--- src/ppu_params.svh ---
`ifndef PPU_PARAMS_SVH
`define PPU_PARAMS_SVH

// frame geometry, one dot per clk
`define DOTS_PER_LINE    341
`define LINES_PER_FRAME  262

// visible window
`define VIS_WIDTH        256
`define VIS_LINES        240        // rows 0..239, row 240 is post-render

// vertical blank
`define VBLANK_LINE      241        // vblank flag set and nmi fired here
`define PRE_LINE         261        // pre-render row, vblank flag cleared
`define NMI_DOTS         3          // nmi_n held low for dots 0..2

// left column clip when bg_left is off
`define CLIP_WIDTH       8

// nametables in the 14-bit PPU address space
`define NT_BASE          14'h2000
`define NT_SIZE          1024       // bytes per table, two tables fitted

// palette RAM, 6-bit colour entries
`define PAL_BASE         14'h3F00
`define PAL_ENTRIES      32

// greyscale keeps only the luma bits
`define GREY_MASK        6'h30

`endif

--- src/ppu_pkg.sv ---
package ppu_pkg;

    // CPU register select, codes 3..5 read as zero
    typedef enum logic [2:0] {
        REG_CTRL   = 3'd0,
        REG_MASK   = 3'd1,
        REG_STATUS = 3'd2,
        REG_ADDR   = 3'd6,
        REG_DATA   = 3'd7
    } ppu_reg_e;

    // vertical phase of the frame
    typedef enum logic [1:0] {
        PRE_SL,
        VIS_SL,
        POST_SL,
        VBLANK_SL
    } vs_state_e;

    // request on the shared memory port
    typedef struct packed {
        logic        req;
        logic        we;
        logic [13:0] addr;
        logic [7:0]  wdata;
    } mem_req_t;

    // current dot, x runs up to 340
    typedef struct packed {
        logic       valid;    // dot is inside the visible window
        logic [8:0] x;
        logic [7:0] y;
    } dot_pos_t;

    // PPUCTRL / PPUMASK fields the renderer and address logic need
    typedef struct packed {
        logic       nt_sel;
        logic       inc32;
        logic       bg_en;
        logic       bg_left;
        logic       grey;
        logic [2:0] spare;
    } ctrl_bits_t;

endpackage

--- src/bg_render.sv ---
`timescale 1ns/1ps
`include "ppu_params.svh"

module bg_render
    import ppu_pkg::*;
(
    input  logic       clk,
    input  logic       rst_n,
    input  dot_pos_t   dot,
    input  ctrl_bits_t ctrl,
    input  logic       bg_gnt,
    input  logic [7:0] mem_rdata,
    input  logic [5:0] pal_color,
    output mem_req_t   bg_req,
    output logic [4:0] pal_idx,
    output logic       pix_valid,
    output logic [7:0] pix_x,
    output logic [7:0] pix_y,
    output logic [5:0] pix_color
);

    logic [13:0] nt_off;
    dot_pos_t    s1_pos;
    logic        s1_hit;      // nametable byte arrives this cycle
    logic [3:0]  idx;

    // stage 1, tile fetch from the selected nametable
    assign nt_off = ctrl.nt_sel ? 14'(`NT_SIZE) : 14'd0;

    always_comb begin
        bg_req.req   = dot.valid;
        bg_req.we    = 1'b0;
        bg_req.addr  = `NT_BASE + nt_off + {4'b0000, dot.y[7:3], dot.x[7:3]};
        bg_req.wdata = 8'h00;
    end

    always_ff @(posedge clk or negedge rst_n) begin
        if (!rst_n) begin
            s1_pos <= '0;
            s1_hit <= 1'b0;
        end else begin
            s1_pos <= dot;
            s1_hit <= bg_req.req && bg_gnt;
        end
    end

    // stage 2, mask rules then palette index
    always_comb begin
        idx = s1_hit ? mem_rdata[3:0] : 4'h0;
        if (!ctrl.bg_en) idx = 4'h0;
        if (!ctrl.bg_left && s1_pos.x < 9'(`CLIP_WIDTH)) idx = 4'h0;   // left clip
        if (idx[1:0] == 2'b00) idx = 4'h0;                            // transparent
    end

    assign pal_idx = {1'b0, idx};    // background half of the palette

    always_ff @(posedge clk or negedge rst_n) begin
        if (!rst_n) begin
            pix_valid <= 1'b0;
            pix_x     <= '0;
            pix_y     <= '0;
            pix_color <= '0;
        end else begin
            pix_valid <= s1_pos.valid;
            pix_x     <= s1_pos.x[7:0];
            pix_y     <= s1_pos.y;
            pix_color <= ctrl.grey ? (pal_color & `GREY_MASK) : pal_color;
        end
    end

endmodule

--- config.mk ---
export PLATFORM = sky130hd
export DESIGN_NAME = bg_render
export DESIGN_NICKNAME = d
export VERILOG_FILES = /design/src/ppu_pkg.sv /design/src/bg_render.sv
export VERILOG_INCLUDE_DIRS = /design/src
export SDC_FILE = /design/constraint.sdc
export NUM_CORES = 1
export LEC_CHECK = 0
export BUFFER_PORTS_ARGS = -buffer_cell sky130_fd_sc_hd__buf_2
export CAP_MARGIN = 15
export CORE_MARGIN = 2
export CORE_UTILIZATION = 43
export DETAILED_ROUTE_END_ITERATION = 7
export PLACE_DENSITY = 0.83
export RECOVER_POWER = 100
export SLEW_MARGIN = 20
export SYNTH_ARGS = -nofsm -noshare
export SYNTH_HDL_FRONTEND = slang
export SYNTH_SLANG_ARGS = --single-unit
--- constraint.sdc ---
create_clock -name clk -period 2.85 [get_ports clk]
set_clock_uncertainty 0.2 [all_clocks]
set_input_delay 0.285 -clock clk [delete_from_list [all_inputs] [get_ports clk]]
set_output_delay 0.285 -clock clk [all_outputs]
set_load 0.02 [all_outputs]
==> results.yml <==
yosys:
  yosys_warnings: 0
  yosysSeqAreaShare_pct: 77.8
  synthDistinctLibCells: 10
  syn_area_um2: 1350
  syn_avg_cell_area_um2: 16.1
  synth_cells: 84
  synth_seq_cells: 42
global_routing:
  grtUsageTotal_pct: 15.0
  grt_start_max_net_pins: 43
  grt_pass1_wl_mm: 3.73
  grt-ovfl-total: 0
  antenna_found_initial: 0
  grt_pass1_vias: 835
timing:
  rsz0062_at_grt: "false"
  setup_viol: 0
  post-route-min-period_ps: 1910
  timing.hold.ws_ps: 158
  maxSlewHeadroom_pct: 36.4
  worst_pin_slew_ps: 954
  fmax_ghz: 0.524
  fin_setup_tns_ps: 0
  hold_viol_final: 0
  finalMaxSlewViolations: 0
  fin_crit_sh_pct: 67.0
finish:
  drive_gt1_share_pct: 18.2
  multi_input_area_um2: 154
  regArea_um2: 1050
  nNetsFinal: 218
  fill_cells: 254
  area_growth_pct: 39.6
  utilization_pct: 62.3
  n_antenna_cell: 0
place:
  io_buffers: 71
  gp_congestion: 0.632
  detailed_place_hpwl_mm: 1.71
detailed_routing:
  drtIter0Drc: 34
  vias: 850
  wl_mm: 2.57
  m1WireLength_um: 938
  drc: 0
  wl_met2_mm: 1.43
  met3_length_um: 153
  top_layer_used: "met4"
  wl_per_cell_um: 11.7
  dr.pass1.iters: 3
  ant_nets: 0
  via_per_inst: 3.86
power:
  power_frac_seq_pct: 60.1
  pwr-share-comb_pct: 13.1
  netSwitchingPower_mw: 0.262
  clock_power_share_pct: 26.8
  peakVddDrop_uv: 265
  intPower_mw: 0.797
  sw_frac_of_total_pct: 24.7
  power_leakage_nw: 0.864
  power.density_nw_per_um2: 561
setup_path:
  path_max_fanout: 4
  required_ps: 2370
  critPathBufInv: 1
  cp_top_family: "flip-flops"
  critical_path.startpoint_type: "register"
  crit_path_top_delay_cell: "dfrtp_1"
  critPathArrivalTime_ps: 1420
  cp_cell_sequence: "nor3_1 > a21oi_1 > clkbuf_1"
  crit_type: "reg2out"
  crit_path_end_kind: "output port"
  crit_path_max_incr_delay_ps: 400
cts:
  tritoncts: "done"
  post_cts_buffers: 0
  clock_sinks: 42
  cts_root_buf: "clkbuf_4"
  clk_pin_slew_ps: 110
  cts_buffers: 5
  clk_latency_ps: 320
  h-tree-depth: 2
  cts_buffer_depth: 2
floorplan:
  die_w_um: 60.1
  die-area_um2: 3610
  io_pins: 95
  initial_utilization_pct: 44.6
  fp.dieH_um: 60.1
  core_area_um2: 3030
  rows: 20
hold_path:
  min_path_type: "reg2reg"
run_status:
  outcome: "complete, no violations"
flow_run:
  maxCapViolCount: 0
[cell type report]
cell class | instances | share of cell area [%]
well taps | 44 | 2.92
flip-flops and latches | 42 | 55.7
clock buffers | 7 | 2.92
clock inverters | 1 | 0.265
multi-input cells | 28 | 8.16
repair buffers | 98 | 30.0
[registers in the layout, indices dropped and copies added (netlist names)]
name / flops
s1_hit: 1
s1_pos: 18
pix_color: 6
pix_y: 8
pix_valid: 1
pix_x: 8
[power by group through the flow]
stage | registers (mW) | clock network, mW | logic [mW]
after global routing | 0.640 | 0.319 | 0.152
after detailed placement | 0.648 | 0 | 0.119
final | 0.636 | 0.283 | 0.139
after CTS | 0.636 | 0.299 | 0.148
after global placement | 0.646 | 0 | 0.117
after floorplan | 0.668 | 0 | 0.0604
[metrics by stage]
stage | cells | total power, mW | setup WS [ps] | instance area, um^2
floorplan | 95 | 0.729 | 1450 | 1390
global placement | 185 | 0.763 | 1350 | 1620
detailed placement | 185 | 0.767 | 1330 | 1620
CTS | 220 | 1.08 | 927 | 1950
global route | 220 | 1.11 | 809 | 1890
finish | 220 | 1.06 | 940 | 1890
[layer usage]
layer,up-vias,global-route usage [%]
met5,-,0
met2,48,26.2
li1,409,-
met1,389,15.1
met3,4,4.11
met4,0,10.8
[cell usage after synthesis, drive strengths merged]
master | n | share of area [%]
a21oi | 4 | 1.5
and2 | 1 | 0.46
buf | 25 | 14
conb | 2 | 0.56
dfrtp | 42 | 78
nand3 | 2 | 0.74
nor2b | 4 | 1.9
nor3 | 1 | 0.37
nor4 | 1 | 1.6
o2111ai | 2 | 1.3
[kinds of logic after synthesis]
kind of cell	after synthesis	synth area share, %
compound gates	6	2.78
buf+inv	25	13.9
flops	42	77.8
other cells	2	0.556
simple gates	9	5.00
[path summary, 6_finish.rpt]
path,cells past startpoint,from,to,slack (ps)
max,3,s1_pos[15]$_DFF_PN0_,pal_idx[3],940
min,0,s1_pos[8]$_DFF_PN0_,pix_x[0]$_DFF_PN0_,160
max reg2reg,0,s1_pos[11]$_DFF_PN0_,pix_x[3]$_DFF_PN0_,2110
min reg2reg,0,s1_pos[8]$_DFF_PN0_,pix_x[0]$_DFF_PN0_,160
max in group asynchronous,2,rst_n,pix_x[7]$_DFF_PN0_,1430
min in group asynchronous,2,rst_n,s1_pos[7]$_DFF_PN0_,430
[placed cells by master, fill, tap and decap left out]
master	count
and2_0	1
nor2b_1	4
clkbuf_8	1
clkbuf_2	1
nor3_1	1
clkbuf_1	48
nand3_1	2
clkbuf_4	5
buf_2	23
dfrtp_1	42
conb_1	13
clkinv_2	1
dlygate4sd3_1	27
o2111ai_1	2
a21oi_1	4
nor4_4	1
[what timing repair did]
action	in CTS	in global routing
resized for setup	0	0
hold buffers	27	0
hold endpoints to repair	67	0
(Power assumes the default switching activity.)
