===== src/ppu_params.svh =====
`ifndef PPU_PARAMS_SVH
`define PPU_PARAMS_SVH

// frame geometry, one dot per clk
`define DOTS_PER_LINE    341
`define LINES_PER_FRAME  262

// visible window
`define VIS_WIDTH        256
`define VIS_LINES        240        // rows 0..239, row 240 is post-render

// vertical blank
`define VBLANK_LINE      241        // vblank flag set and nmi fired here
`define PRE_LINE         261        // pre-render row, vblank flag cleared
`define NMI_DOTS         3          // nmi_n held low for dots 0..2

// left column clip when bg_left is off
`define CLIP_WIDTH       8

// nametables in the 14-bit PPU address space
`define NT_BASE          14'h2000
`define NT_SIZE          1024       // bytes per table, two tables fitted

// palette RAM, 6-bit colour entries
`define PAL_BASE         14'h3F00
`define PAL_ENTRIES      32

// greyscale keeps only the luma bits
`define GREY_MASK        6'h30

`endif


===== src/ppu_pkg.sv =====
package ppu_pkg;

    // CPU register select, codes 3..5 read as zero
    typedef enum logic [2:0] {
        REG_CTRL   = 3'd0,
        REG_MASK   = 3'd1,
        REG_STATUS = 3'd2,
        REG_ADDR   = 3'd6,
        REG_DATA   = 3'd7
    } ppu_reg_e;

    // vertical phase of the frame
    typedef enum logic [1:0] {
        PRE_SL,
        VIS_SL,
        POST_SL,
        VBLANK_SL
    } vs_state_e;

    // request on the shared memory port
    typedef struct packed {
        logic        req;
        logic        we;
        logic [13:0] addr;
        logic [7:0]  wdata;
    } mem_req_t;

    // current dot, x runs up to 340
    typedef struct packed {
        logic       valid;    // dot is inside the visible window
        logic [8:0] x;
        logic [7:0] y;
    } dot_pos_t;

    // PPUCTRL / PPUMASK fields the renderer and address logic need
    typedef struct packed {
        logic       nt_sel;
        logic       inc32;
        logic       bg_en;
        logic       bg_left;
        logic       grey;
        logic [2:0] spare;
    } ctrl_bits_t;

endpackage


===== src/mem_arbiter.sv =====
`timescale 1ns/1ps

module mem_arbiter
    import ppu_pkg::*;
(
    input  mem_req_t bg_req,
    input  mem_req_t cpu_req,
    output logic     bg_gnt,
    output logic     cpu_gnt,
    output mem_req_t mem_req
);

    // renderer always first, it cannot wait during visible dots
    assign bg_gnt  = bg_req.req;
    assign cpu_gnt = cpu_req.req && !bg_req.req;

    // forward the winner, idle port when nobody asks
    always_comb begin
        mem_req = '0;
        if (bg_gnt) begin
            mem_req = bg_req;
        end else if (cpu_gnt) begin
            mem_req = cpu_req;
        end
    end

endmodule


===== config.mk =====
export PLATFORM = sky130hd
export DESIGN_NAME = mem_arbiter
export DESIGN_NICKNAME = d
export VERILOG_FILES = /design/src/ppu_params.svh /design/src/ppu_pkg.sv /design/src/mem_arbiter.sv
export SDC_FILE = /design/constraint.sdc
export NUM_CORES = 1
export LEC_CHECK = 0
export ABC_AREA = 1
export BUFFER_PORTS_ARGS = -buffer_cell sky130_fd_sc_hd__buf_2
export CORE_MARGIN = 2
export CORE_UTILIZATION = 25
export DETAILED_ROUTE_END_ITERATION = 6
export GPL_TIMING_DRIVEN = 0
export PLACE_DENSITY = 0.91
export SLEW_MARGIN = 10
export SYNTH_ARGS = -nofsm -noshare
export SYNTH_HDL_FRONTEND = slang
export SYNTH_SLANG_ARGS = --single-unit

===== constraint.sdc =====
create_clock -name vclk -period 0.8
set_input_delay 0.08 -clock vclk [all_inputs]
set_output_delay 0.08 -clock vclk [all_outputs]
set_load 0.1 [all_outputs]

==> out/metrics.csv, run 1 <==
stage;metric;value;unit
outcome;status;stopped before the end;
outcome;Stop stage;clock tree synthesis (4_1_cts);
outcome;stop err;[ERROR DPL-0038] Utilization greater than 100%, impossible to legalize;
yosys;Avg Inst Size Synth;5.08;um2
floorplanning;Die Wd;44.6;um
place;DP Worst Slack;-363;ps
floorplanning;die height;44.6;um
cts;setup bufs post-CTS;1;
floorplanning;Initial Utilization;27.0;%
place;RePlAce Congestion;0.664;
yosys;yosys synthesis warning count;0;
yosys;post-synth cell types;9;
place;PortBufs;73;
floorplanning;Rows;14;
yosys;Post-Syn Area;412;um2
cts;Hold Buf Count CTS;0;
place;dpl hpwl;1.70;mm
yosys;Syn Inst Count;81;
yosys;register area share after synthesis;0;%
yosys;post-synthesis net count;129;
cts;number of gates resized after CTS;135;
floorplanning;# IOs;74;
place;placed cell area;1160;um2
-- through the flow --
stage               instances  TNS, ps
global placement          170    -6980
floorplan                  81     -265
detailed placement        170    -7320
-- cells by family after synthesis --
| kind of cell | Yosys count | synth area share, % |
|---|---|---|
| buf+inv | 10 | 20.4 |
| simple gates | 71 | 79.6 |
-- synthesized netlist by cell type (all sizes together) --
cell type | instances | area (um2)
inv | 2 | 10.0
buf | 8 | 73.8
nand3 | 23 | 145
nand2 | 47 | 176
nor2 | 1 | 6.26
==> run 2: changes to the inputs <==
--- a/config.mk
+++ b/config.mk
@@ -7,11 +7,11 @@
 export LEC_CHECK = 0
 export ABC_AREA = 1
 export BUFFER_PORTS_ARGS = -buffer_cell sky130_fd_sc_hd__buf_2
-export CORE_MARGIN = 2
-export CORE_UTILIZATION = 25
+export CORE_AREA = 2 2 63 65
 export DETAILED_ROUTE_END_ITERATION = 6
+export DIE_AREA = 0 0 65 67
 export GPL_TIMING_DRIVEN = 0
-export PLACE_DENSITY = 0.91
+export PLACE_DENSITY_LB_ADDON = 0.15
 export SLEW_MARGIN = 10
 export SYNTH_ARGS = -nofsm -noshare
 export SYNTH_HDL_FRONTEND = slang
==> constraint.sdc (replaced) <==
create_clock -name vclk -period 1.05
set_input_delay 0.105 -clock vclk [all_inputs]
set_output_delay 0.105 -clock vclk [all_outputs]
set_load 0.1 [all_outputs]
==> run 2 against run 1 <==
Compared with the run above: the run now ends clean; synthesized cell count is the same; area after synthesis is the same.
==> out/metrics.csv, run 2 <==
stage;metric;value;unit;change
route;DR pass1 iterations;2;;
place;RePlAce Congestion;0.648;;-2.5%
critical_path;CP max stage cell;buf_4;;
yosys;Synth top cells by count;47 x nand2_1, 17 x nand3_1, 6 x nand3_2;;
critical_path;Crit Path Class;primary input to primary output;;
floorplanning;Total Die Area;4360;um2;
timing;Tcrit/Tclk final;95.7;%;
cells_and_area;Area Growth Syn to Fin;140;%;
cells_and_area;Final #Nets;204;;
grt;first-pass GRT wire length;2.97;mm;
power;Comb pwr share;100.0;%;
power;Int Power;0.234;mW;
timing;RSZ-0062 raised after global routing;false;;
critical_path;Worst Setup Start Kind;primary input;;
yosys;register area share after synthesis;0;%;unchanged
critical_path;critical-path cell list;buf_6 -> buf_2 -> nand2_1 -> nand2_2 -> buf_4;;
yosys;Post-Syn Area;412;um2;unchanged
timing;Fmax;995;MHz;
timing;worst slew pin tran;487;ps;
cells_and_area;number of diodes;0;;
cells_and_area;Non-Filler Instances;202;;
timing;setup TNS;0;ps;
job;max-cap viol count;0;;
cells_and_area;fillcell total;408;;
cells_and_area;Final Cell Area;988;um2;
grt;vias in the first global route;766;;
cts;Hold Buf Count CTS;0;;unchanged
power;Sequential Power Share;0;%;
timing;max_slew headroom;67.8;%;
yosys;Avg Inst Size Synth;5.08;um2;unchanged
critical_path;sum of buffers and inverters on the critical path;3;;
floorplanning;Rows;22;;+8
yosys;post-synth top area share;42.9;%;unchanged
floorplanning;# IOs;74;;unchanged
critical_path;crit path DAT;900;ps;
critical_path;crit-path max FO;10;;
floorplanning;Die Wd;65;um;+46%
critical_path;nature of the critical path endpoint;primary output;;
route;ANT nets after route;0;;
yosys;Syn Inst Count;81;;unchanged
critical_path;CP peak stage delay;280;ps;
timing;fin worst setup slack;45.2;ps;
cells_and_area;Seq cells;0;;
power;Switch Pwr;0.697;mW;
place;DP Worst Slack;-100;ps;+263 ps
route;number of vias per cell;3.98;;
timing;Final Hold Fails;0;;
power;Peak VDD IR;0.000277;V;
power;Pleak;0.575;nW;
outcome;status;completed;;
route;DRC viols;0;;
cells_and_area;clk_buf instances;0;;
route;WL final;1.86;mm;
power;clock power share;0;%;
yosys;most common cell in the synthesized netlist;nand2_1;;
timing;Slew Limit Fails;0;;
cts;setup bufs post-CTS;0;;-1
timing;Final setup viols;0;;
grt;initial antenna violation count;0;;
timing;fin crit period;1000;ps;
grt;largest net degree at the start of global routing;11;;
min_path;Min-Delay Path Class;primary input to primary output;;
place;# placed instances;202;;+19%
grt;GRT Overall Usage;8.10;%;
cells_and_area;most frequent cells in the layout;54 x buf_2, 24 x nand2_2, 23 x nand2_1;;
power;Sw Share;74.9;%;
yosys;Synth area leaders;nand2_1 43%, nand3_1 21%, nand3_2 15%;;
cells_and_area;layout cell share with drive strength beyond 1;73.4;%;
place;PortBufs;73;;unchanged
critical_path;Top delay family on crit path;buffers and inverters;;
yosys;post-synthesis net count;129;;unchanged
yosys;yosys synthesis warning count;0;;unchanged
yosys;cell accounting for the most synthesized area;nand2_1;;
cells_and_area;register area;0;um2;
place;placed cell area;902;um2;-22%
place;dpl hpwl;1.55;mm;-9.3%
grt;residual overflow from global routing;0;;
power;pwr dens;941;nW/um2;
critical_path;Crit path required time;940;ps;
route;wire per inst;9.18;um;
cells_and_area;most common cell after layout, fill and taps aside;buf_2;;
route;DR iter-0 viols;4;;
floorplanning;die height;67;um;+50%
floorplanning;Core Footprint;3610;um2;
floorplanning;Initial Utilization;11.4;%;-16 points
yosys;post-synth cell types;9;;unchanged
route;Via Count;804;;
power;total power;0.930;mW;
==> run 2: area by class of cell <==
class	count	area, um2	share of cell area [%]
tap	48	60.1	6.08
timing repair buffer	73	452	45.7
inverter	2	10.0	1.01
multi-input combinational	71	393	39.7
buffer	8	73.8	7.47
==> run 2: power groups by stage <==
stage / Clock (mW) / Sequential, mW / Combinational, mW
2_1_floorplan: 0 / 0 / 0.698
3_3_place_gp: 0 / 0 / 0.872
3_5_place_dp: 0 / 0 / 0.875
4_1_cts: 0 / 0 / 0.914
5_1_grt: 0 / 0 / 0.972
6_report: 0 / 0 / 0.930
==> run 2: timing repair <==
item,in CTS,in global routing
pin swaps,0,0
hold endpoints to repair,0,0
endpoints found under the setup margin,21,9
gates resized for setup,21,9
==> run 2: kinds of logic (layout without fill, tap and decap cells) <==
logic type    Yosys count  in the layout  synth area share, %
buf+inv                10             83                 20.4
simple gates           71             71                 79.6
==> run 2: metrics by stage <==
stage | hold slack [ps] | util (%)
5_1_grt | 603 | 27.4
2_1_floorplan | 422 | -
6_report | 594 | 27.4
4_1_cts | 595 | 26.5
3_3_place_gp | 597 | 25.0
3_5_place_dp | 595 | 25.0
==> run 2: routing by layer <==
metal	vias up	routed length, um	global-route usage [%]
met3	0	240	0.845
met1	345	680	8.40
met2	56	934	17.9
li1	403	-	-
met4	0	0	0
met5	-	0	0
==> run 2: worst paths after layout <==
check	from	endpoint	slack (ps)	cells past startpoint
min	bg_req[23]	bg_gnt	590	2
max	bg_req[23]	mem_req[20]	50	5
(Power assumes the default switching activity.)
