File: src/ppu_params.svh
`ifndef PPU_PARAMS_SVH
`define PPU_PARAMS_SVH

// frame geometry, one dot per clk
`define DOTS_PER_LINE    341
`define LINES_PER_FRAME  262

// visible window
`define VIS_WIDTH        256
`define VIS_LINES        240        // rows 0..239, row 240 is post-render

// vertical blank
`define VBLANK_LINE      241        // vblank flag set and nmi fired here
`define PRE_LINE         261        // pre-render row, vblank flag cleared
`define NMI_DOTS         3          // nmi_n held low for dots 0..2

// left column clip when bg_left is off
`define CLIP_WIDTH       8

// nametables in the 14-bit PPU address space
`define NT_BASE          14'h2000
`define NT_SIZE          1024       // bytes per table, two tables fitted

// palette RAM, 6-bit colour entries
`define PAL_BASE         14'h3F00
`define PAL_ENTRIES      32

// greyscale keeps only the luma bits
`define GREY_MASK        6'h30

`endif

File: src/ppu_pkg.sv
package ppu_pkg;

    // CPU register select, codes 3..5 read as zero
    typedef enum logic [2:0] {
        REG_CTRL   = 3'd0,
        REG_MASK   = 3'd1,
        REG_STATUS = 3'd2,
        REG_ADDR   = 3'd6,
        REG_DATA   = 3'd7
    } ppu_reg_e;

    // vertical phase of the frame
    typedef enum logic [1:0] {
        PRE_SL,
        VIS_SL,
        POST_SL,
        VBLANK_SL
    } vs_state_e;

    // request on the shared memory port
    typedef struct packed {
        logic        req;
        logic        we;
        logic [13:0] addr;
        logic [7:0]  wdata;
    } mem_req_t;

    // current dot, x runs up to 340
    typedef struct packed {
        logic       valid;    // dot is inside the visible window
        logic [8:0] x;
        logic [7:0] y;
    } dot_pos_t;

    // PPUCTRL / PPUMASK fields the renderer and address logic need
    typedef struct packed {
        logic       nt_sel;
        logic       inc32;
        logic       bg_en;
        logic       bg_left;
        logic       grey;
        logic [2:0] spare;
    } ctrl_bits_t;

endpackage

File: src/ppu_timing.sv
`timescale 1ns/1ps
`include "ppu_params.svh"

module ppu_timing
    import ppu_pkg::*;
(
    input  logic     clk,
    input  logic     rst_n,
    output dot_pos_t dot,
    output logic     vblank_set,
    output logic     vblank_clr,
    output logic     nmi_n
);

    logic [8:0] row;
    logic [8:0] col;
    logic       last_dot;
    vs_state_e  vs_state;
    vs_state_e  vs_next;

    assign last_dot = (col == 9'(`DOTS_PER_LINE - 1));

    // dot and line counters, start on the pre-render row
    always_ff @(posedge clk or negedge rst_n) begin
        if (!rst_n) begin
            row <= 9'(`PRE_LINE);
            col <= '0;
        end else begin
            col <= last_dot ? 9'd0 : col + 9'd1;
            if (last_dot) begin
                row <= (row == 9'(`LINES_PER_FRAME - 1)) ? 9'd0 : row + 9'd1;
            end
        end
    end

    always_ff @(posedge clk or negedge rst_n) begin
        if (!rst_n) begin
            vs_state <= PRE_SL;
        end else begin
            vs_state <= vs_next;
        end
    end

    // state moves on the last dot of rows 261, 239, 240 and 260
    always_comb begin
        vs_next = vs_state;
        case (vs_state)
            PRE_SL:    if (last_dot) vs_next = VIS_SL;
            VIS_SL:    if (last_dot && row == 9'(`VIS_LINES - 1)) vs_next = POST_SL;
            POST_SL:   if (last_dot) vs_next = VBLANK_SL;
            VBLANK_SL: if (last_dot && row == 9'(`PRE_LINE - 1)) vs_next = PRE_SL;
            default:   vs_next = PRE_SL;
        endcase
    end

    assign dot.valid = (vs_state == VIS_SL) && (col < 9'(`VIS_WIDTH));
    assign dot.x     = col;
    assign dot.y     = row[7:0];

    // one-cycle strobes toward the status register
    assign vblank_set = (vs_state == VBLANK_SL) && (row == 9'(`VBLANK_LINE)) && (col == 9'd0);
    assign vblank_clr = (vs_state == PRE_SL) && (col == 9'd0);

    // low for the first dots of the first vblank row only
    assign nmi_n = !((vs_state == VBLANK_SL) && (row == 9'(`VBLANK_LINE)) &&
                     (col < 9'(`NMI_DOTS)));

endmodule

File: config.mk
export PLATFORM = sky130hd
export DESIGN_NAME = ppu_timing
export DESIGN_NICKNAME = d
export VERILOG_FILES = /design/src/ppu_pkg.sv /design/src/ppu_timing.sv
export VERILOG_INCLUDE_DIRS = /design/src
export SDC_FILE = /design/constraint.sdc
export NUM_CORES = 1
export LEC_CHECK = 0
export ABC_AREA = 1
export BUFFER_PORTS_ARGS = -buffer_cell sky130_fd_sc_hd__buf_2
export CAP_MARGIN = 20
export CORE_MARGIN = 2
export CORE_UTILIZATION = 55
export DETAILED_ROUTE_END_ITERATION = 12
export PLACE_DENSITY = 0.78
export SYNTH_ARGS = -nofsm -noshare
export SYNTH_HDL_FRONTEND = slang
export SYNTH_SLANG_ARGS = --single-unit
File: constraint.sdc
create_clock -name clk -period 1.8 [get_ports clk]
set_input_delay 0.27 -clock clk [delete_from_list [all_inputs] [get_ports clk]]
set_output_delay 0.27 -clock clk [all_outputs]
set_load 0.01 [all_outputs]
==> summary.txt <==
Outcome
  – Status: finished, violations left
  – Failing checks: negative setup slack

Timing
  – Final Hold Fails: 0
  – Finish-stage setup viols: 2
  – Ratio of final minimum period to clock period: 106%
  – Final worst-path setup slack: -0.105 ns
  – Unrepaired setup endpoints after global routing: yes
  – Measured slew at the worst slew-check pin: about 0.45 ns
  – Crit path time final: roughly 1.9 ns
  – Setup tns final: -0.138 ns
  – Clock skew: between 0.004 and 0.005 ns
  – Slew Viols, Final: 0
  – Hold slack: 0.443 ns
  – Slew margin rel.: a little over two thirds
  – Fmax: between 500 and 600 MHz

Cells and area
  – # diodes: 0
  – Layout cells sized above 1: about 30%
  – Final-stage net count: about 240
  – Area grow syn2layout: 19.9%
  – Fillers: 205

Clocking
  – Clk pin slew, worst setup/hold paths: about 0.11 ns
  – Max clock buf depth: 2
  – CTS Buf Count: 3
  – # clock sinks: 20
  – CTS tree: done
  – Clk_lat worst skew: between 0.2 and 0.3 ns
  – Clk root buf: clkbuf_4
  – H-tree Lvls: 1

Route
  – Routed vias: 1305
  – Routed WL per cell: roughly 13 um
  – Residual DRC: 0
  – DR vias/cell: 5.14
  – First drt pass iteration count: 4
  – Initial drt markers: 34
  – Detail Route Antenna Nets: 0
  – Post-Route WL: between 3 and 4 mm

Setup path
  – Required time of the worst setup path: approximately 1.5 ns
  – Crit path cell chain: ha_4 > nand2_2 > nor2_1 > nand4_1 > nand3b_1 > buf_2
  – Crit Reg-Reg Endpoint: row[3]$_DFFE_PN0N_
  – WP data arrival: 1.64 ns
  – Slowest-stage cell, CP: dfstp_2
  – Worst Setup SP: row[0]$_DFFE_PN1N_
  – CP Capture Type: primary output
  – Worst-path maximum fanout: 2
  – Setup crit start kind: flop
  – Crit Path Category: flop to primary output
  – Setup crit end: nmi_n
  – Worst r2r src: col[0]$_DFF_PN0_
  – R2r setup slk: 0.14 ns
  – Worst stage delay on the critical path: 0.58 ns
  – Reg2Reg Depth: 10

Die
  – Die area: a little under 3000 um^2
  – DIE HEIGHT: 54.3 um
  – Initial Utilization: 57.2%
  – Die Wd: 54.3 um
  – Number of I/O pins: 23
  – # rows: 18
  – Core ar.: between 2000 and 2500 um^2

Power and ir drop
  – Total chip power: roughly 0.68 mW
  – Max VDD drop: a little under 0.4 mV
  – P per Cell Area: just over 400 nW/um^2
  – Leakage: 0.865 nW

Job
  – Max_cap viols: 0

Yosys
  – Synth Cell Area: between 1000 and 1500 um^2
  – #FFs+latches synth: 20
  – Main synth FF type: dfrtp_1
  – Synth cell types: 25
  – Number of synthesized flops with an enable pin: 0
  – Most area-hungry cell type in the Yosys netlist: dfrtp_1
  – Total nets after synthesis: 202
  – Syn avg cell area: around 7.3 um^2
  – Sequential element share of the synthesized area: between 30% and 40%
  – Count leader, synth: nand2_1
  – Syn Inst Count: 190
  – Yosys Warn Count: 0
  – Yosys top cell area share: between 30% and 40%
  – Async S/R FF share, synth: 100%
  – Area contributors post-synth: dfrtp_1 (31%), nand2_1 (12%), ha_1 (9.0%)
  – Commonest cells post-synth: nand2_1 (46), inv_1 (29), nor2_1 (23), dfrtp_1 (17), nand3_1 (15)

Placement
  – Routability cong.: between 0.9 and 1
  – Number of port buffers: 22
  – Place WS: approximately 0.14 ns
  – HPWL after DPL: between 2 and 2.5 mm

Global routing
  – First-pass GRT wire length: roughly 5 mm
  – Remaining Overflow, GRT: 0
  – Largest net degree at the start of global routing: 21
  – GRT Resource Usage Total: about a quarter
  – Number of global-route vias before repair: ~1.2k
  – Initial antenna violation count: 0

Hold path
  – HP Class: input port to asynchronous set/reset pin
-- worst max-delay path, delay by kind of cell, from the launching register on --
| kind | cells | cell delay [ns] |
|---|---|---|
| fa+ha+maj | 1 | 0.15 |
| buf+inv | 1 | 0.14 |
| flops | 1 | 0.58 |
| simple gates | 4 | 0.46 |
-- how the worst min path moves through the flow --
stage	start	cells past startpoint	slack, ns	end
after detailed placement	rst_n	1	0.24	row[5]$_DFFE_PN0N_
final	rst_n	2	0.44	row[7]$_DFFE_PN0N_
after CTS	rst_n	2	0.45	row[7]$_DFFE_PN0N_
after floorplan	rst_n	0	-0.03	col[0]$_DFF_PN0_
after global routing	rst_n	2	0.49	row[7]$_DFFE_PN0N_
after global placement	rst_n	1	0.24	row[1]$_DFFE_PN0N_
-- timing repair --
item / CTS / global route
endpoints found under the setup margin: 3 / 5
resized for setup: 6 / 9
hold buffers: 1 / 0
hold endpoints to repair: 17 / 0
pin swaps: 3 / 5
buffers inserted: 9 / 5
-- per-stage QoR --
stage               utilization, %  std cells  cell area (um^2)
floorplan                        -        190              1390
global placement              60.9        235              1480
detailed placement            60.9        235              1480
CTS                           65.9        249              1600
global route                  68.5        254              1670
finish                        68.5        254              1670
-- metal layers --
layer,up-vias,wire (um),global-route usage (%)
met1,608,1390,27.4
met5,-,0,0
met2,39,1710,43.2
met4,0,76,10.0
li1,650,-,-
met3,8,141,2.46
-- area by class of cell --
| class | instances | area, um^2 | area share [%] |
|---|---|---|---|
| clock buffers | 4 | 26.3 | 1.58 |
| inverters | 31 | 116 | 6.98 |
| multi-input cells | 130 | 738 | 44.3 |
| flip-flops and latches | 20 | 508 | 30.5 |
| well taps | 30 | 37.5 | 2.25 |
| repair buffers | 39 | 240 | 14.4 |
-- power breakdown --
group / internal, mW / total, mW / leakage, nW / switching, mW
Sequential: 0.449 / 0.449 / 0.249 / 0
Clock: 0.0861 / 0.219 / 0.0150 / 0.132
Combinational: 0.00219 / 0.0109 / 0.601 / 0.00870
-- logic make-up (layout without fill, tap and decap cells) --
family,count (synthesis),after routing,synth area share [%]
and+or+nand+nor,100,100,32.6
DFF,20,20,36.3
xor gates and xnor gates,5,5,3.15
adders and majority gates,10,10,9.00
buffers and inverters,40,74,13.5
AOI/OAI and AO/OA,15,15,5.49
-- placed cells by master (no fill, tap or decap), drive strengths merged --
master | synthesis | final
and3 | 1 | 1
clkbuf | 0 | 4
nor3 | 4 | 4
buf | 9 | 38
nor4 | 1 | 1
dlygate4sd3 | 0 | 1
xor2 | 5 | 5
ha | 10 | 10
nor2 | 25 | 25
nand3 | 15 | 15
dfrtp | 17 | 17
nand4 | 2 | 2
o22ai | 1 | 1
a21oi | 6 | 6
dfstp | 3 | 3
o21ai | 8 | 8
inv | 31 | 31
or2 | 1 | 1
nand3b | 1 | 1
nand2 | 50 | 50
-- state kept, by name (all words and copies together), names as in the netlist --
signal	cells
vs_state	2
col	9
row	9
Note: power is estimated with default switching activity, not from simulation.
