## src/ppu_params.svh

```systemverilog
`ifndef PPU_PARAMS_SVH
`define PPU_PARAMS_SVH

// frame geometry, one dot per clk
`define DOTS_PER_LINE    341
`define LINES_PER_FRAME  262

// visible window
`define VIS_WIDTH        256
`define VIS_LINES        240        // rows 0..239, row 240 is post-render

// vertical blank
`define VBLANK_LINE      241        // vblank flag set and nmi fired here
`define PRE_LINE         261        // pre-render row, vblank flag cleared
`define NMI_DOTS         3          // nmi_n held low for dots 0..2

// left column clip when bg_left is off
`define CLIP_WIDTH       8

// nametables in the 14-bit PPU address space
`define NT_BASE          14'h2000
`define NT_SIZE          1024       // bytes per table, two tables fitted

// palette RAM, 6-bit colour entries
`define PAL_BASE         14'h3F00
`define PAL_ENTRIES      32

// greyscale keeps only the luma bits
`define GREY_MASK        6'h30

`endif

```

## src/ppu_pkg.sv

```systemverilog
package ppu_pkg;

    // CPU register select, codes 3..5 read as zero
    typedef enum logic [2:0] {
        REG_CTRL   = 3'd0,
        REG_MASK   = 3'd1,
        REG_STATUS = 3'd2,
        REG_ADDR   = 3'd6,
        REG_DATA   = 3'd7
    } ppu_reg_e;

    // vertical phase of the frame
    typedef enum logic [1:0] {
        PRE_SL,
        VIS_SL,
        POST_SL,
        VBLANK_SL
    } vs_state_e;

    // request on the shared memory port
    typedef struct packed {
        logic        req;
        logic        we;
        logic [13:0] addr;
        logic [7:0]  wdata;
    } mem_req_t;

    // current dot, x runs up to 340
    typedef struct packed {
        logic       valid;    // dot is inside the visible window
        logic [8:0] x;
        logic [7:0] y;
    } dot_pos_t;

    // PPUCTRL / PPUMASK fields the renderer and address logic need
    typedef struct packed {
        logic       nt_sel;
        logic       inc32;
        logic       bg_en;
        logic       bg_left;
        logic       grey;
        logic [2:0] spare;
    } ctrl_bits_t;

endpackage

```

## src/ppu_regs.sv

```systemverilog
`timescale 1ns/1ps
`include "ppu_params.svh"

module ppu_regs
    import ppu_pkg::*;
(
    input  logic       clk,
    input  logic       rst_n,
    input  logic       reg_en,
    input  logic       reg_rw,       // 1 write, 0 read
    input  ppu_reg_e   reg_sel,
    input  logic [7:0] reg_wdata,
    input  logic       vblank_set,
    input  logic       vblank_clr,
    input  logic       cpu_gnt,
    input  logic [7:0] mem_rdata,
    output logic [7:0] reg_rdata,
    output ctrl_bits_t ctrl,
    output mem_req_t   cpu_req
);

    logic [7:0]  ppuctrl;
    logic [7:0]  ppumask;
    logic        vblank;
    logic        addr_latch;         // 0 high byte next, 1 low byte next
    logic [13:0] vaddr;
    logic [7:0]  rd_buf;
    logic [7:0]  pal_buf;            // palette byte at vaddr, fetched ahead
    logic        pal_stale;
    logic        pre_rd;             // pending read is a palette prefetch
    logic        buf_fill;
    logic        pal_fill;
    logic        wr_stb;
    logic        rd_stb;
    logic        status_rd;
    logic        addr_wr;
    logic        data_acc;
    logic        pal_hit;
    logic        req_free;
    logic [13:0] vaddr_inc;

    assign wr_stb    = reg_en && reg_rw;
    assign rd_stb    = reg_en && !reg_rw;
    assign status_rd = rd_stb && (reg_sel == REG_STATUS);
    assign addr_wr   = wr_stb && (reg_sel == REG_ADDR);
    assign data_acc  = reg_en && (reg_sel == REG_DATA);
    assign pal_hit   = (vaddr >= `PAL_BASE);
    assign req_free  = !cpu_req.req || cpu_gnt;   // old request done on this edge
    assign vaddr_inc = ctrl.inc32 ? 14'd32 : 14'd1;

    always_comb begin
        ctrl.nt_sel  = ppuctrl[0];
        ctrl.inc32   = ppuctrl[2];
        ctrl.bg_en   = ppumask[3];
        ctrl.bg_left = ppumask[1];
        ctrl.grey    = ppumask[0];
        ctrl.spare   = 3'b000;
    end

    always_ff @(posedge clk or negedge rst_n) begin
        if (!rst_n) begin
            ppuctrl    <= '0;
            ppumask    <= '0;
            vblank     <= 1'b0;
            addr_latch <= 1'b0;
        end else begin
            if (wr_stb && reg_sel == REG_CTRL) ppuctrl <= reg_wdata;
            if (wr_stb && reg_sel == REG_MASK) ppumask <= reg_wdata;
            if (status_rd) begin
                addr_latch <= 1'b0;
            end else if (addr_wr) begin
                addr_latch <= !addr_latch;
            end
            if (status_rd || vblank_clr) begin   // clear wins over set
                vblank <= 1'b0;
            end else if (vblank_set) begin
                vblank <= 1'b1;
            end
        end
    end

    // VRAM address, PPUDATA requests and the read buffers
    always_ff @(posedge clk or negedge rst_n) begin
        if (!rst_n) begin
            cpu_req   <= '0;
            vaddr     <= '0;
            rd_buf    <= '0;
            pal_buf   <= '0;
            pal_stale <= 1'b0;
            pre_rd    <= 1'b0;
            buf_fill  <= 1'b0;
            pal_fill  <= 1'b0;
        end else begin
            buf_fill <= cpu_req.req && cpu_gnt && !cpu_req.we && !pre_rd;
            pal_fill <= cpu_req.req && cpu_gnt && pre_rd;
            if (buf_fill) rd_buf <= mem_rdata;     // data one cycle after grant
            if (pal_fill) pal_buf <= mem_rdata;
            if (cpu_gnt) cpu_req.req <= 1'b0;
            if (addr_wr) begin
                if (!addr_latch) begin
                    vaddr[13:8] <= reg_wdata[5:0];
                end else begin
                    vaddr[7:0] <= reg_wdata;
                end
                pal_stale <= 1'b1;
            end else if (data_acc && req_free) begin
                vaddr     <= vaddr + vaddr_inc;
                pal_stale <= 1'b1;
                if (!(rd_stb && pal_hit)) begin    // palette reads skip memory
                    cpu_req <= '{req: 1'b1, we: reg_rw, addr: vaddr, wdata: reg_wdata};
                    pre_rd  <= 1'b0;
                end
            end else if (pal_stale && pal_hit && req_free) begin
                cpu_req   <= '{req: 1'b1, we: 1'b0, addr: vaddr, wdata: 8'h00};
                pre_rd    <= 1'b1;
                pal_stale <= 1'b0;
            end
        end
    end

    always_comb begin
        reg_rdata = 8'h00;
        if (rd_stb) begin
            case (reg_sel)
                REG_CTRL:   reg_rdata = ppuctrl;
                REG_MASK:   reg_rdata = ppumask;
                REG_STATUS: reg_rdata = {vblank, 7'b0000000};
                REG_DATA:   reg_rdata = pal_hit ? pal_buf : rd_buf;
                default:    reg_rdata = 8'h00;
            endcase
        end
    end

endmodule

```

## config.mk

```make
export PLATFORM = sky130hd
export DESIGN_NAME = ppu_regs
export DESIGN_NICKNAME = d
export VERILOG_FILES = /design/src/ppu_pkg.sv /design/src/ppu_regs.sv
export VERILOG_INCLUDE_DIRS = /design/src
export SDC_FILE = /design/constraint.sdc
export NUM_CORES = 1
export LEC_CHECK = 0
export ABC_CLOCK_PERIOD_IN_PS = 2150
export BUFFER_PORTS_ARGS = -buffer_cell sky130_fd_sc_hd__buf_2
export CAP_MARGIN = 20
export CORE_ASPECT_RATIO = 1.5
export CORE_UTILIZATION = 43
export DETAILED_ROUTE_END_ITERATION = 12
export PLACE_DENSITY = 0.74
export SLEW_MARGIN = 20
export SYNTH_ARGS = -nofsm -noshare
export SYNTH_HDL_FRONTEND = slang
export SYNTH_SLANG_ARGS = --single-unit
```

## constraint.sdc

```tcl
create_clock -name clk -period 2.15 [get_ports clk]
set_input_delay 0.3225 -clock clk [delete_from_list [all_inputs] [get_ports clk]]
set_output_delay 0.3225 -clock clk [all_outputs]
set_load 0.01 [all_outputs]
```

==> results of run 1 <==
==> layer usage <==
metal,vias up,GRT usage (%)
met5,-,0
met4,0,11.9
met3,24,4.22
met2,90,34.7
met1,1356,23.3
li1,1300,-
==> cells in the mapped netlist, types with 7 or more instances <==
cell	count	area share [%]
dfrtp_1	76	51
mux2_4	11	4.4
a22o_1	9	2.1
nor2_1	22	2.2
nand2_1	18	1.8
mux2_2	34	10
mux2i_1	16	4.3
o21ai_0	9	1.2
clkbuf_1	8	0.80
a21oi_1	9	1.2
o22a_1	8	1.9
nand3_1	11	1.5
and3_1	7	1.2
buf_4	10	2.0
==> report_power, final <==
| part | internal, mW | total, mW | switching, mW |
|---|---|---|---|
| sequential | 1.87 | 2.20 | 0.334 |
| combinational | 0.675 | 1.22 | 0.542 |
| clock | 0.769 | 1.32 | 0.547 |
| total | 3.31 | 4.74 | 1.42 |
==> worst paths after layout <==
path | endpoint | from | cells after the start
max | reg_rdata[7] | vaddr[9] | 7
min | vblank | vblank_clr | 2
max reg2reg | vaddr[10] | ppuctrl[2] | 8
min reg2reg | buf_fill | cpu_req[22] | 1
max in group asynchronous | cpu_req[20] | rst_n | 3
min in group asynchronous | rd_buf[0] | rst_n | 2
==> registers in the layout, indices dropped and copies added, names as in the netlist <==
name and cells:
rd_buf 8, pal_stale 1, vaddr 14, pre_rd 1
buf_fill 1, pal_buf 8, cpu_req 24, vblank 1
ppuctrl 8, ppumask 8, addr_latch 1, pal_fill 1
==> logic make-up (layout without fill, tap and decap cells) <==
logic type	count (synthesis)	count (layout)	synth area share, %
fa+ha+maj	3	3	1.00
compound gates	63	63	12.2
other cells	1	3	0.100
mux	61	61	18.9
flops	76	76	50.9
xor+xnor	2	2	0.468
simple gates	84	84	11.6
buf+inv	30	102	4.88
==> worst register-to-register path: stages, from the launching register on <==
cell and delay, ps:
dfrtp_1 440, inv_1 100, ha_1 180, ha_1 160, and2_1 210, a21o_1 190, nand4_1 180, o211a_1 260
a211oi_1 200
==> layout by cell type, fill, tap and decap left out, types with 2 or more instances in the layout <==
cell,n
a22oi_1,2
a21oi_1,9
nor2_1,22
o22ai_1,2
mux2_2,34
clkbuf_16,9
a2bb2oi_1,2
nand3_1,11
dfrtp_1,76
a31oi_1,6
and3_1,6
a22o_1,9
a21o_1,3
nor3_1,6
inv_1,6
buf_2,61
nand4_1,5
ha_1,3
clkbuf_1,3
conb_1,3
mux2i_1,16
o22a_1,8
buf_4,17
o21ai_1,2
clkinv_2,3
nand2b_1,2
o21ai_0,8
o211ai_1,2
nand2_1,18
mux2_4,11
nor2b_1,3
==> layout make-up <==
| type | instances | area (sq um) |
|---|---|---|
| Sequential cell | 76 | 1900 |
| Multi-Input combinational cell | 216 | 1670 |
| Fill cell | 770 | 3960 |
| Clock buffer | 12 | 236 |
| Inverter | 6 | 22.5 |
| Clock inverter | 3 | 15.0 |
| Timing Repair Buffer | 81 | 478 |
| Tap cell | 107 | 134 |
==> repair_timing <==
| item | 4_1_cts | 5_1_grt |
|---|---|---|
| resized for setup | 6 | 1 |
| hold endpoints to repair | 35 | 0 |
| setup buffers | 4 | 1 |
| pin swaps | 2 | 2 |
| setup endpoints to repair | 8 | 11 |
| cloned | 1 | 0 |
| hold buffers | 1 | 0 |
==> results by group, run 1 <==
Timing
  • Worst Hold Margin: 147 ps
  • Final critical-path share of the clock period: 101%
  • Setup TNS Final: -72.1 ps
  • Final Setup Violations: 6
  • Unrepaired setup endpoints after global routing: true
  • Slew headroom: 55.3%
  • Slew @ Worst Pin: 665 ps
  • Hold Fails Final Rpt: 0
  • Fmax: 461 MHz
  • Final worst setup slack: -20.1 ps
  • Final Slew Violations: 0
  • Crit path time final: 2170 ps
  • Worst clock skew: 6.08 ps

Clock network
  • CTS Sinks: 76
  • Clock-pin slew on the worst setup and hold paths: 50 ps
  • CTS tree: done
  • Num CTS Buffers: 9
  • Clock root cell: clkbuf_16
  • H-tree levels: 3
  • Max Root-Sink Buffers: 2
  • Later-pin clock latency in the skew report: 330 ps

Floorplanning
  • Initial core utilization: 44.5%
  • Core area: 8410 sq um
  • Die Area: 9080 sq um
  • IO Pins: 66
  • Die span in x: 78.1 um
  • # rows: 41
  • Height of the chip: 116 um

Critical path
  • Worst setup EP type: output pin
  • Critical path required time: 1830 ps
  • Path type of the worst setup path: flop to output pin
  • Startpoint Class: flop
  • CP top delay family: simple AND/OR/NAND/NOR gates
  • Max FO, Critical Path: 5
  • CP max stage cell: dfrtp_1
  • Crit path buf inv count: 2
  • CP peak stage delay: 370 ps
  • Data arrival time of the critical path: 1850 ps
  • Worst reg2reg setup slack: 150 ps
  • Critical-path cell list: and4_4 > and3_4 > buf_8 > mux2i_1 > o22a_1 > nor2_1 > buf_2

Power and ir drop
  • Power Total: 4.74 mW
  • Max VDD drop: 0.000864 V
  • P_leak: 2.11 nW
  • P per Cell Area: 1060 nW/um^2

Synthesis
  • Syn Area/Cell: 11.7 sq um
  • Yosys warnings: 0
  • Post-synthesis sequential area ratio: 50.9%
  • Post-synth EDFFs: 0
  • Synth Flop Type: dfrtp_1
  • Post-Synthesis Cell Area: 3740 sq um
  • Async S/R FF share, synth: 100%
  • Yosys reg bits: 76
  • Post-Synthesis Cells: 320
  • Unique cell type count in the Yosys netlist: 52

Finish
  • Final instance area: 4460 sq um
  • Core Util, Final: 53.0%
  • Number of diodes: 0
  • Non-filler cells, final: 501
  • Layout cells sized above 1: 36.8%
  • Area grow syn2layout: 19.2%
  • Final #Nets: 419

Route
  • M1 WL: 3.34 mm
  • DR top layer: met4
  • WL final: 8.55 mm
  • Via count: 2770
  • Detailed-route DRC error count: 0
  • Met2 Routed Length: 4.47 mm
  • Post-DR vias/cell: 5.53
  • Avg WL per Cell: 17.1 um
  • Routed wire length on met3: 404 um
  • Antenna Violating Nets Remaining: 0
  • Iter 0 DRT Violations: 141
  • 1st-pass router iterations: 4

Global route
  • Largest net degree at the start of global routing: 42
  • Initial antenna violation count: 0
  • First-pass GRT wire length: 14.0 mm
  • Total global-route track usage: 20.2%
  • Gr ovfl total: 0
  • Number of global-route vias before repair: 2894

Placement
  • PortBufs: 62
  • Placed cells: 479
  • Final HPWL DP: 6.15 mm
  • Worst slack, placed: 74.7 ps
  • Final Wtd Congestion: 0.857
  • Area post-placement: 4140 sq um

Worst hold path
  • Hold Crit Class: input port to flop

Run status
  • Failing checks: negative setup slack
  • Outcome: finished, violations left

Job
  • Maxcap violations: 0
No activity file was read; power rests on OpenSTA's default activity.
==> run 2, diff against run 1 <==
- CTS_BUF_LIST: not set -> sky130_fd_sc_hd__clkbuf_4 sky130_fd_sc_hd__clkbuf_8
==> run 2 against run 1 <==
  * The run still ends with negative setup slack left
  * Die area stayed put
  * Fmax is 0.77% lower
  * Wire length is 1.8% lower
  * Critical path depth stayed put
  * Worst hold slack worse by 18 ps
  * Power is 8.3% lower
  * Clock skew is 3.5 ps higher
  * Critical path type unchanged
==> results by group, run 2 (synthesis gave the netlist of run 1 again) <==
Run status
  • Outcome: finished, violations left
  • Failing checks: negative setup slack

Power and ir drop
  • Clk network pwr share: 21.5%
  • Internal Power: 2.99 mW
  • Net Switching: 1.36 mW
  • Logic pwr share: 27.9%
  • Max VDD drop: 0.000646 V
  • P_leak: 2.08 nW
  • Reg power frac: 50.6%
  • Sw Share: 31.2%
  • P per Cell Area: 995 nW/um^2

Finish
  • Most common cell after layout, fill and taps aside: dfrtp_1
  • Final #Nets: 419
  • Biggest regs: cpu_req x24, vaddr x14
  • Most flops, register: cpu_req
  • Highest-count cells in the layout ignoring fill and taps: dfrtp_1, buf_2, mux2_2
  • Number of diodes: 0
  • Layout cells sized above 1: 37.6%
  • Largest register FFs: 24
  • Area grow syn2layout: 16.8%

Timing
  • Final Slew Violations: 0
  • Final critical-path share of the clock period: 102%
  • Slew headroom: 53.7%
  • Worst clock skew: 9.59 ps
  • Final worst setup slack: -37.0 ps
  • Fmax: 457 MHz
  • Worst Hold Margin: 128 ps
  • Slew @ Worst Pin: 691 ps
  • Crit path time final: 2190 ps
  • Final Setup Violations: 7
  • Unrepaired setup endpoints after global routing: true
  • Hold Fails Final Rpt: 0
  • Setup TNS Final: -193 ps

Floorplanning
  • Initial core utilization: 44.5%
  • Core area: 8410 sq um
  • IO Pins: 66
  • # rows: 41
  • Die span in x: 78.1 um
  • Height of the chip: 116 um
  • Die Area: 9080 sq um

Clock network
  • Num CTS Buffers: 9
  • Clock-pin slew on the worst setup and hold paths: 70 ps
  • Clock root cell: clkbuf_8
  • CTS tree: done
  • Later-pin clock latency in the skew report: 350 ps
  • CTS Sinks: 76
  • Max Root-Sink Buffers: 2
  • H-tree levels: 3

Global route
  • Total global-route track usage: 19.8%
  • Gr ovfl total: 0
  • Initial antenna violation count: 0
  • First-pass GRT wire length: 13.7 mm
  • Number of global-route vias before repair: 2820
  • Largest net degree at the start of global routing: 42

Critical path
  • CP peak stage delay: 380 ps
  • Critical path required time: 1830 ps
  • Critical-path cell list: and4_4 > and3_4 > buf_8 > mux2i_1 > o22a_1 > nor2_1 > buf_2
  • Startpoint Class: flop
  • Path type of the worst setup path: flop to output pin
  • Worst setup EP type: output pin
  • CP max stage cell: dfrtp_1
  • Max FO, Critical Path: 5
  • Data arrival time of the critical path: 1860 ps

Route
  • Detailed-route DRC error count: 0
  • Post-DR vias/cell: 5.44
  • Via count: 2725
  • 1st-pass router iterations: 4
  • Avg WL per Cell: 16.8 um
  • Iter 0 DRT Violations: 153
  • Antenna Violating Nets Remaining: 0
  • WL final: 8.39 mm

Placement
  • Final Wtd Congestion: 0.857
  • Final HPWL DP: 6.15 mm
  • PortBufs: 62
  • Worst slack, placed: 74.7 ps

Worst hold path
  • Hold Crit Class: input port to flop

Job
  • Maxcap violations: 0
==> run 2: cell counts in the layout (fill, tap and decap cells not counted) <==
Identical to the previous run, type by type.
==> run 2: timing repair <==
| item | in CTS | in global routing |
|---|---|---|
| pin swaps | 2 | 2 |
| hold buffers | 1 | 0 |
| endpoints found under the hold margin | 35 | 0 |
| gates cloned | 1 | 0 |
| setup endpoints to repair | 8 | 11 |
| buffers inserted | 4 | 1 |
| resized for setup | 6 | 1 |
==> run 2: per-layer routing <==
metal,vias up,routed length [um],global-route usage (%)
li1,1297,-,-
met1,1334,3380,23.3
met2,77,4440,34.1
met3,17,353,4.30
met4,0,220,9.88
met5,-,0,0
==> run 2: final cells by class <==
type | instances | area [sq um]
fillers | 783 | 4050
flip-flops and latches | 76 | 1900
multi-input cells | 216 | 1670
inverters | 6 | 22.5
clock buffers | 12 | 146
well taps | 107 | 134
clock inverters | 3 | 15.0
repair buffers | 81 | 478
==> run 2: power groups by stage <==
| stage | clock network (mW) | registers (mW) | logic (mW) |
|---|---|---|---|
| after floorplan | 0 | 2.19 | 0.799 |
| after global placement | 0 | 2.21 | 1.15 |
| after detailed placement | 0 | 2.23 | 1.19 |
| after CTS | 0.963 | 2.20 | 1.23 |
| after global routing | 1.01 | 2.26 | 1.35 |
| final | 0.934 | 2.20 | 1.21 |
==> run 2: metrics by stage <==
step / power [mW] / instance area (sq um) / util, % / instances
after floorplan: 2.99 / 3750 / - / 322
after global placement: 3.36 / 4140 / 49.2 / 479
after detailed placement: 3.42 / 4140 / 49.2 / 479
after CTS: 4.39 / 4360 / 51.8 / 500
after global routing: 4.62 / 4370 / 51.9 / 501
final: 4.34 / 4370 / 51.9 / 501
==> run 2: final timing paths <==
check	startpoint	end	slack [ps]	cells past startpoint
worst max-delay path	vaddr[9]	reg_rdata[5]	-40	7
worst min-delay path	vblank_clr	vblank	130	2
worst max register to register	ppuctrl[2]	vaddr[12]	150	8
worst min register to register	pre_rd	buf_fill	470	1
max in group asynchronous	rst_n	cpu_req[20]	1080	3
min in group asynchronous	rst_n	pal_buf[1]	470	2
==> run 2: critical path: cells and delay by family, from the launching register on <==
| family | cells | cell delay (ps) |
|---|---|---|
| mux | 1 | 200 |
| compound gates | 1 | 160 |
| simple gates | 3 | 490 |
| flops | 1 | 380 |
| buf+inv | 2 | 310 |
==> run 3, diff against run 2 <==
- CELL_PAD_IN_SITES_DETAIL_PLACEMENT: not set -> 1
- CELL_PAD_IN_SITES_GLOBAL_PLACEMENT: not set -> 1
- PLACE_DENSITY: 0.74 -> 0.88
==> run 3 against run 2 <==
  * The run still ends with negative setup slack left
  * Global-route usage is 4.7 points higher
  * Wire length is 24% higher
  * Clock-buffer cell count is 3 lower
  * Worst setup slack worse by 80 ps
  * Clock power is 30% higher
==> results by group, run 3 (synthesis gave the netlist of run 1 again) <==
Finish
  • Sequential standard cell area: 1900 sq um
  • Highest-count cells in the layout ignoring fill and taps: dfrtp_1, buf_2, mux2_2
  • Largest register FFs: 24
  • Final #Nets: 424
  • Multi-input gate area: 1680 sq um
  • Area grow syn2layout: 19.0%
  • Fillers: 946
  • Non-filler cells, final: 507
  • Most flops, register: cpu_req
  • Number of diodes: 0
  • Most common cell after layout, fill and taps aside: dfrtp_1
  • Biggest regs: cpu_req x24, vaddr x14
  • Layout cells sized above 1: 39.0%

Timing
  • Crit path time final: 2270 ps
  • Slew headroom: 43.9%
  • Hold Fails Final Rpt: 0
  • Final Setup Violations: 8
  • Unrepaired setup endpoints after global routing: true
  • Fmax: 441 MHz
  • Slew @ Worst Pin: 829 ps
  • Worst clock skew: 9.99 ps
  • Final worst setup slack: -117 ps
  • Final critical-path share of the clock period: 105%
  • Setup TNS Final: -719 ps
  • Final Slew Violations: 0

Power and ir drop
  • P_leak: 2.12 nW
  • Max VDD drop: 0.000648 V
  • P per Cell Area: 1060 nW/um^2

Route
  • Post-DR vias/cell: 5.73
  • Avg WL per Cell: 20.6 um
  • Antenna Violating Nets Remaining: 0
  • Iter 0 DRT Violations: 143
  • 1st-pass router iterations: 4
  • WL final: 10.4 mm
  • Detailed-route DRC error count: 0
  • Via count: 2905

Placement
  • Final Wtd Congestion: 0.866
  • PortBufs: 62
  • Placed cells: 482
  • Final HPWL DP: 7.21 mm

Critical path
  • Critical path required time: 1830 ps
  • Data arrival time of the critical path: 1940 ps
  • CP max stage cell: dfrtp_1
  • Path type of the worst setup path: flop to output pin
  • CP peak stage delay: 380 ps
  • Startpoint Class: flop
  • Worst setup EP type: output pin
  • Max FO, Critical Path: 5
  • Critical-path cell list: and4_4 > and3_4 > buf_8 > mux2i_1 > o22a_1 > nor2_2 > buf_2

Clock network
  • Max Root-Sink Buffers: 2
  • Later-pin clock latency in the skew report: 370 ps
  • H-tree levels: 3
  • CTS Sinks: 76
  • CTS tree: done
  • Clock-pin slew on the worst setup and hold paths: 80 ps
  • Num CTS Buffers: 9
  • Clock root cell: clkbuf_8

Global route
  • Total global-route track usage: 24.5%
  • Gr ovfl total: 0
  • Initial antenna violation count: 0
  • Number of global-route vias before repair: 3138
  • Largest net degree at the start of global routing: 41
  • First-pass GRT wire length: 16.5 mm

Run status
  • Outcome: finished, violations left
  • Failing checks: negative setup slack

Floorplanning
  • Initial core utilization: 44.5%
  • Height of the chip: 116 um
  • Core area: 8410 sq um
  • Die Area: 9080 sq um
  • IO Pins: 66
  • # rows: 41
  • Die span in x: 78.1 um

Job
  • Maxcap violations: 0

Worst hold path
  • Hold Crit Class: input port to flop
run 3: where the power goes:
group          internal, mW  total (mW)  switching [mW]  leakage, nW
combinational         0.697        1.29           0.592         1.08
sequential             1.87        2.21           0.347        0.924
clock                 0.649        1.21           0.566        0.109
total                  3.21        4.72            1.50         2.12
run 3: per-layer routing:
layer | share of wire [%] | GRT usage (%)
met1 | 38 | 27.1
met2 | 54 | 43.2
met3 | 4.2 | 5.23
met4 | 4.1 | 14.3
met5 | 0 | 0
run 3: final timing paths:
check	start	end	slack [ps]	cells past startpoint
worst max-delay path	vaddr[11]	reg_rdata[1]	-120	7
worst min-delay path	vblank_clr	vblank	120	2
worst max register to register	vaddr[11]	cpu_req[16]	90	6
worst min register to register	pre_rd	buf_fill	460	1
max in group asynchronous	rst_n	vblank	1000	3
min in group asynchronous	rst_n	pal_buf[4]	480	2
run 3: area by class of cell:
type / instances / area share [%]
sequential: 76 / 42.7
multi-input combinational: 216 / 37.6
inverter: 6 / 0.506
clock inverter: 7 / 2.05
clock buffer: 9 / 2.78
tap: 107 / 3.01
timing repair buffer: 86 / 11.3
run 3: critical path: cells and delay by family (launching register included):
| family | cells | cell delay, ps |
|---|---|---|
| AO/OA/AOI/OAI | 1 | 180 |
| buffers and inverters | 2 | 310 |
| flip-flops | 1 | 380 |
| multiplexers | 1 | 200 |
| AND/OR/NAND/NOR | 3 | 510 |
run 3: through the flow:
stage	hold slack (ps)	power (mW)	area, sq um	utilization (%)	worst slack (ps)
floorplan	26.9	2.99	3750	-	329
global placement	330	3.36	4150	49.3	126
detailed placement	342	3.47	4150	49.3	64.4
CTS	100	4.73	4430	52.6	-108
global route	119	4.95	4450	52.9	-199
finish	120	4.72	4450	52.9	-117
run 3: timing repair:
item | 4_1_cts | 5_1_grt
pin swaps | 2 | 1
hold endpoints to repair | 37 | 0
gates resized for setup | 6 | 3
setup buffers | 5 | 2
hold buffers | 1 | 0
gates cloned | 1 | 0
setup endpoints to repair | 9 | 10
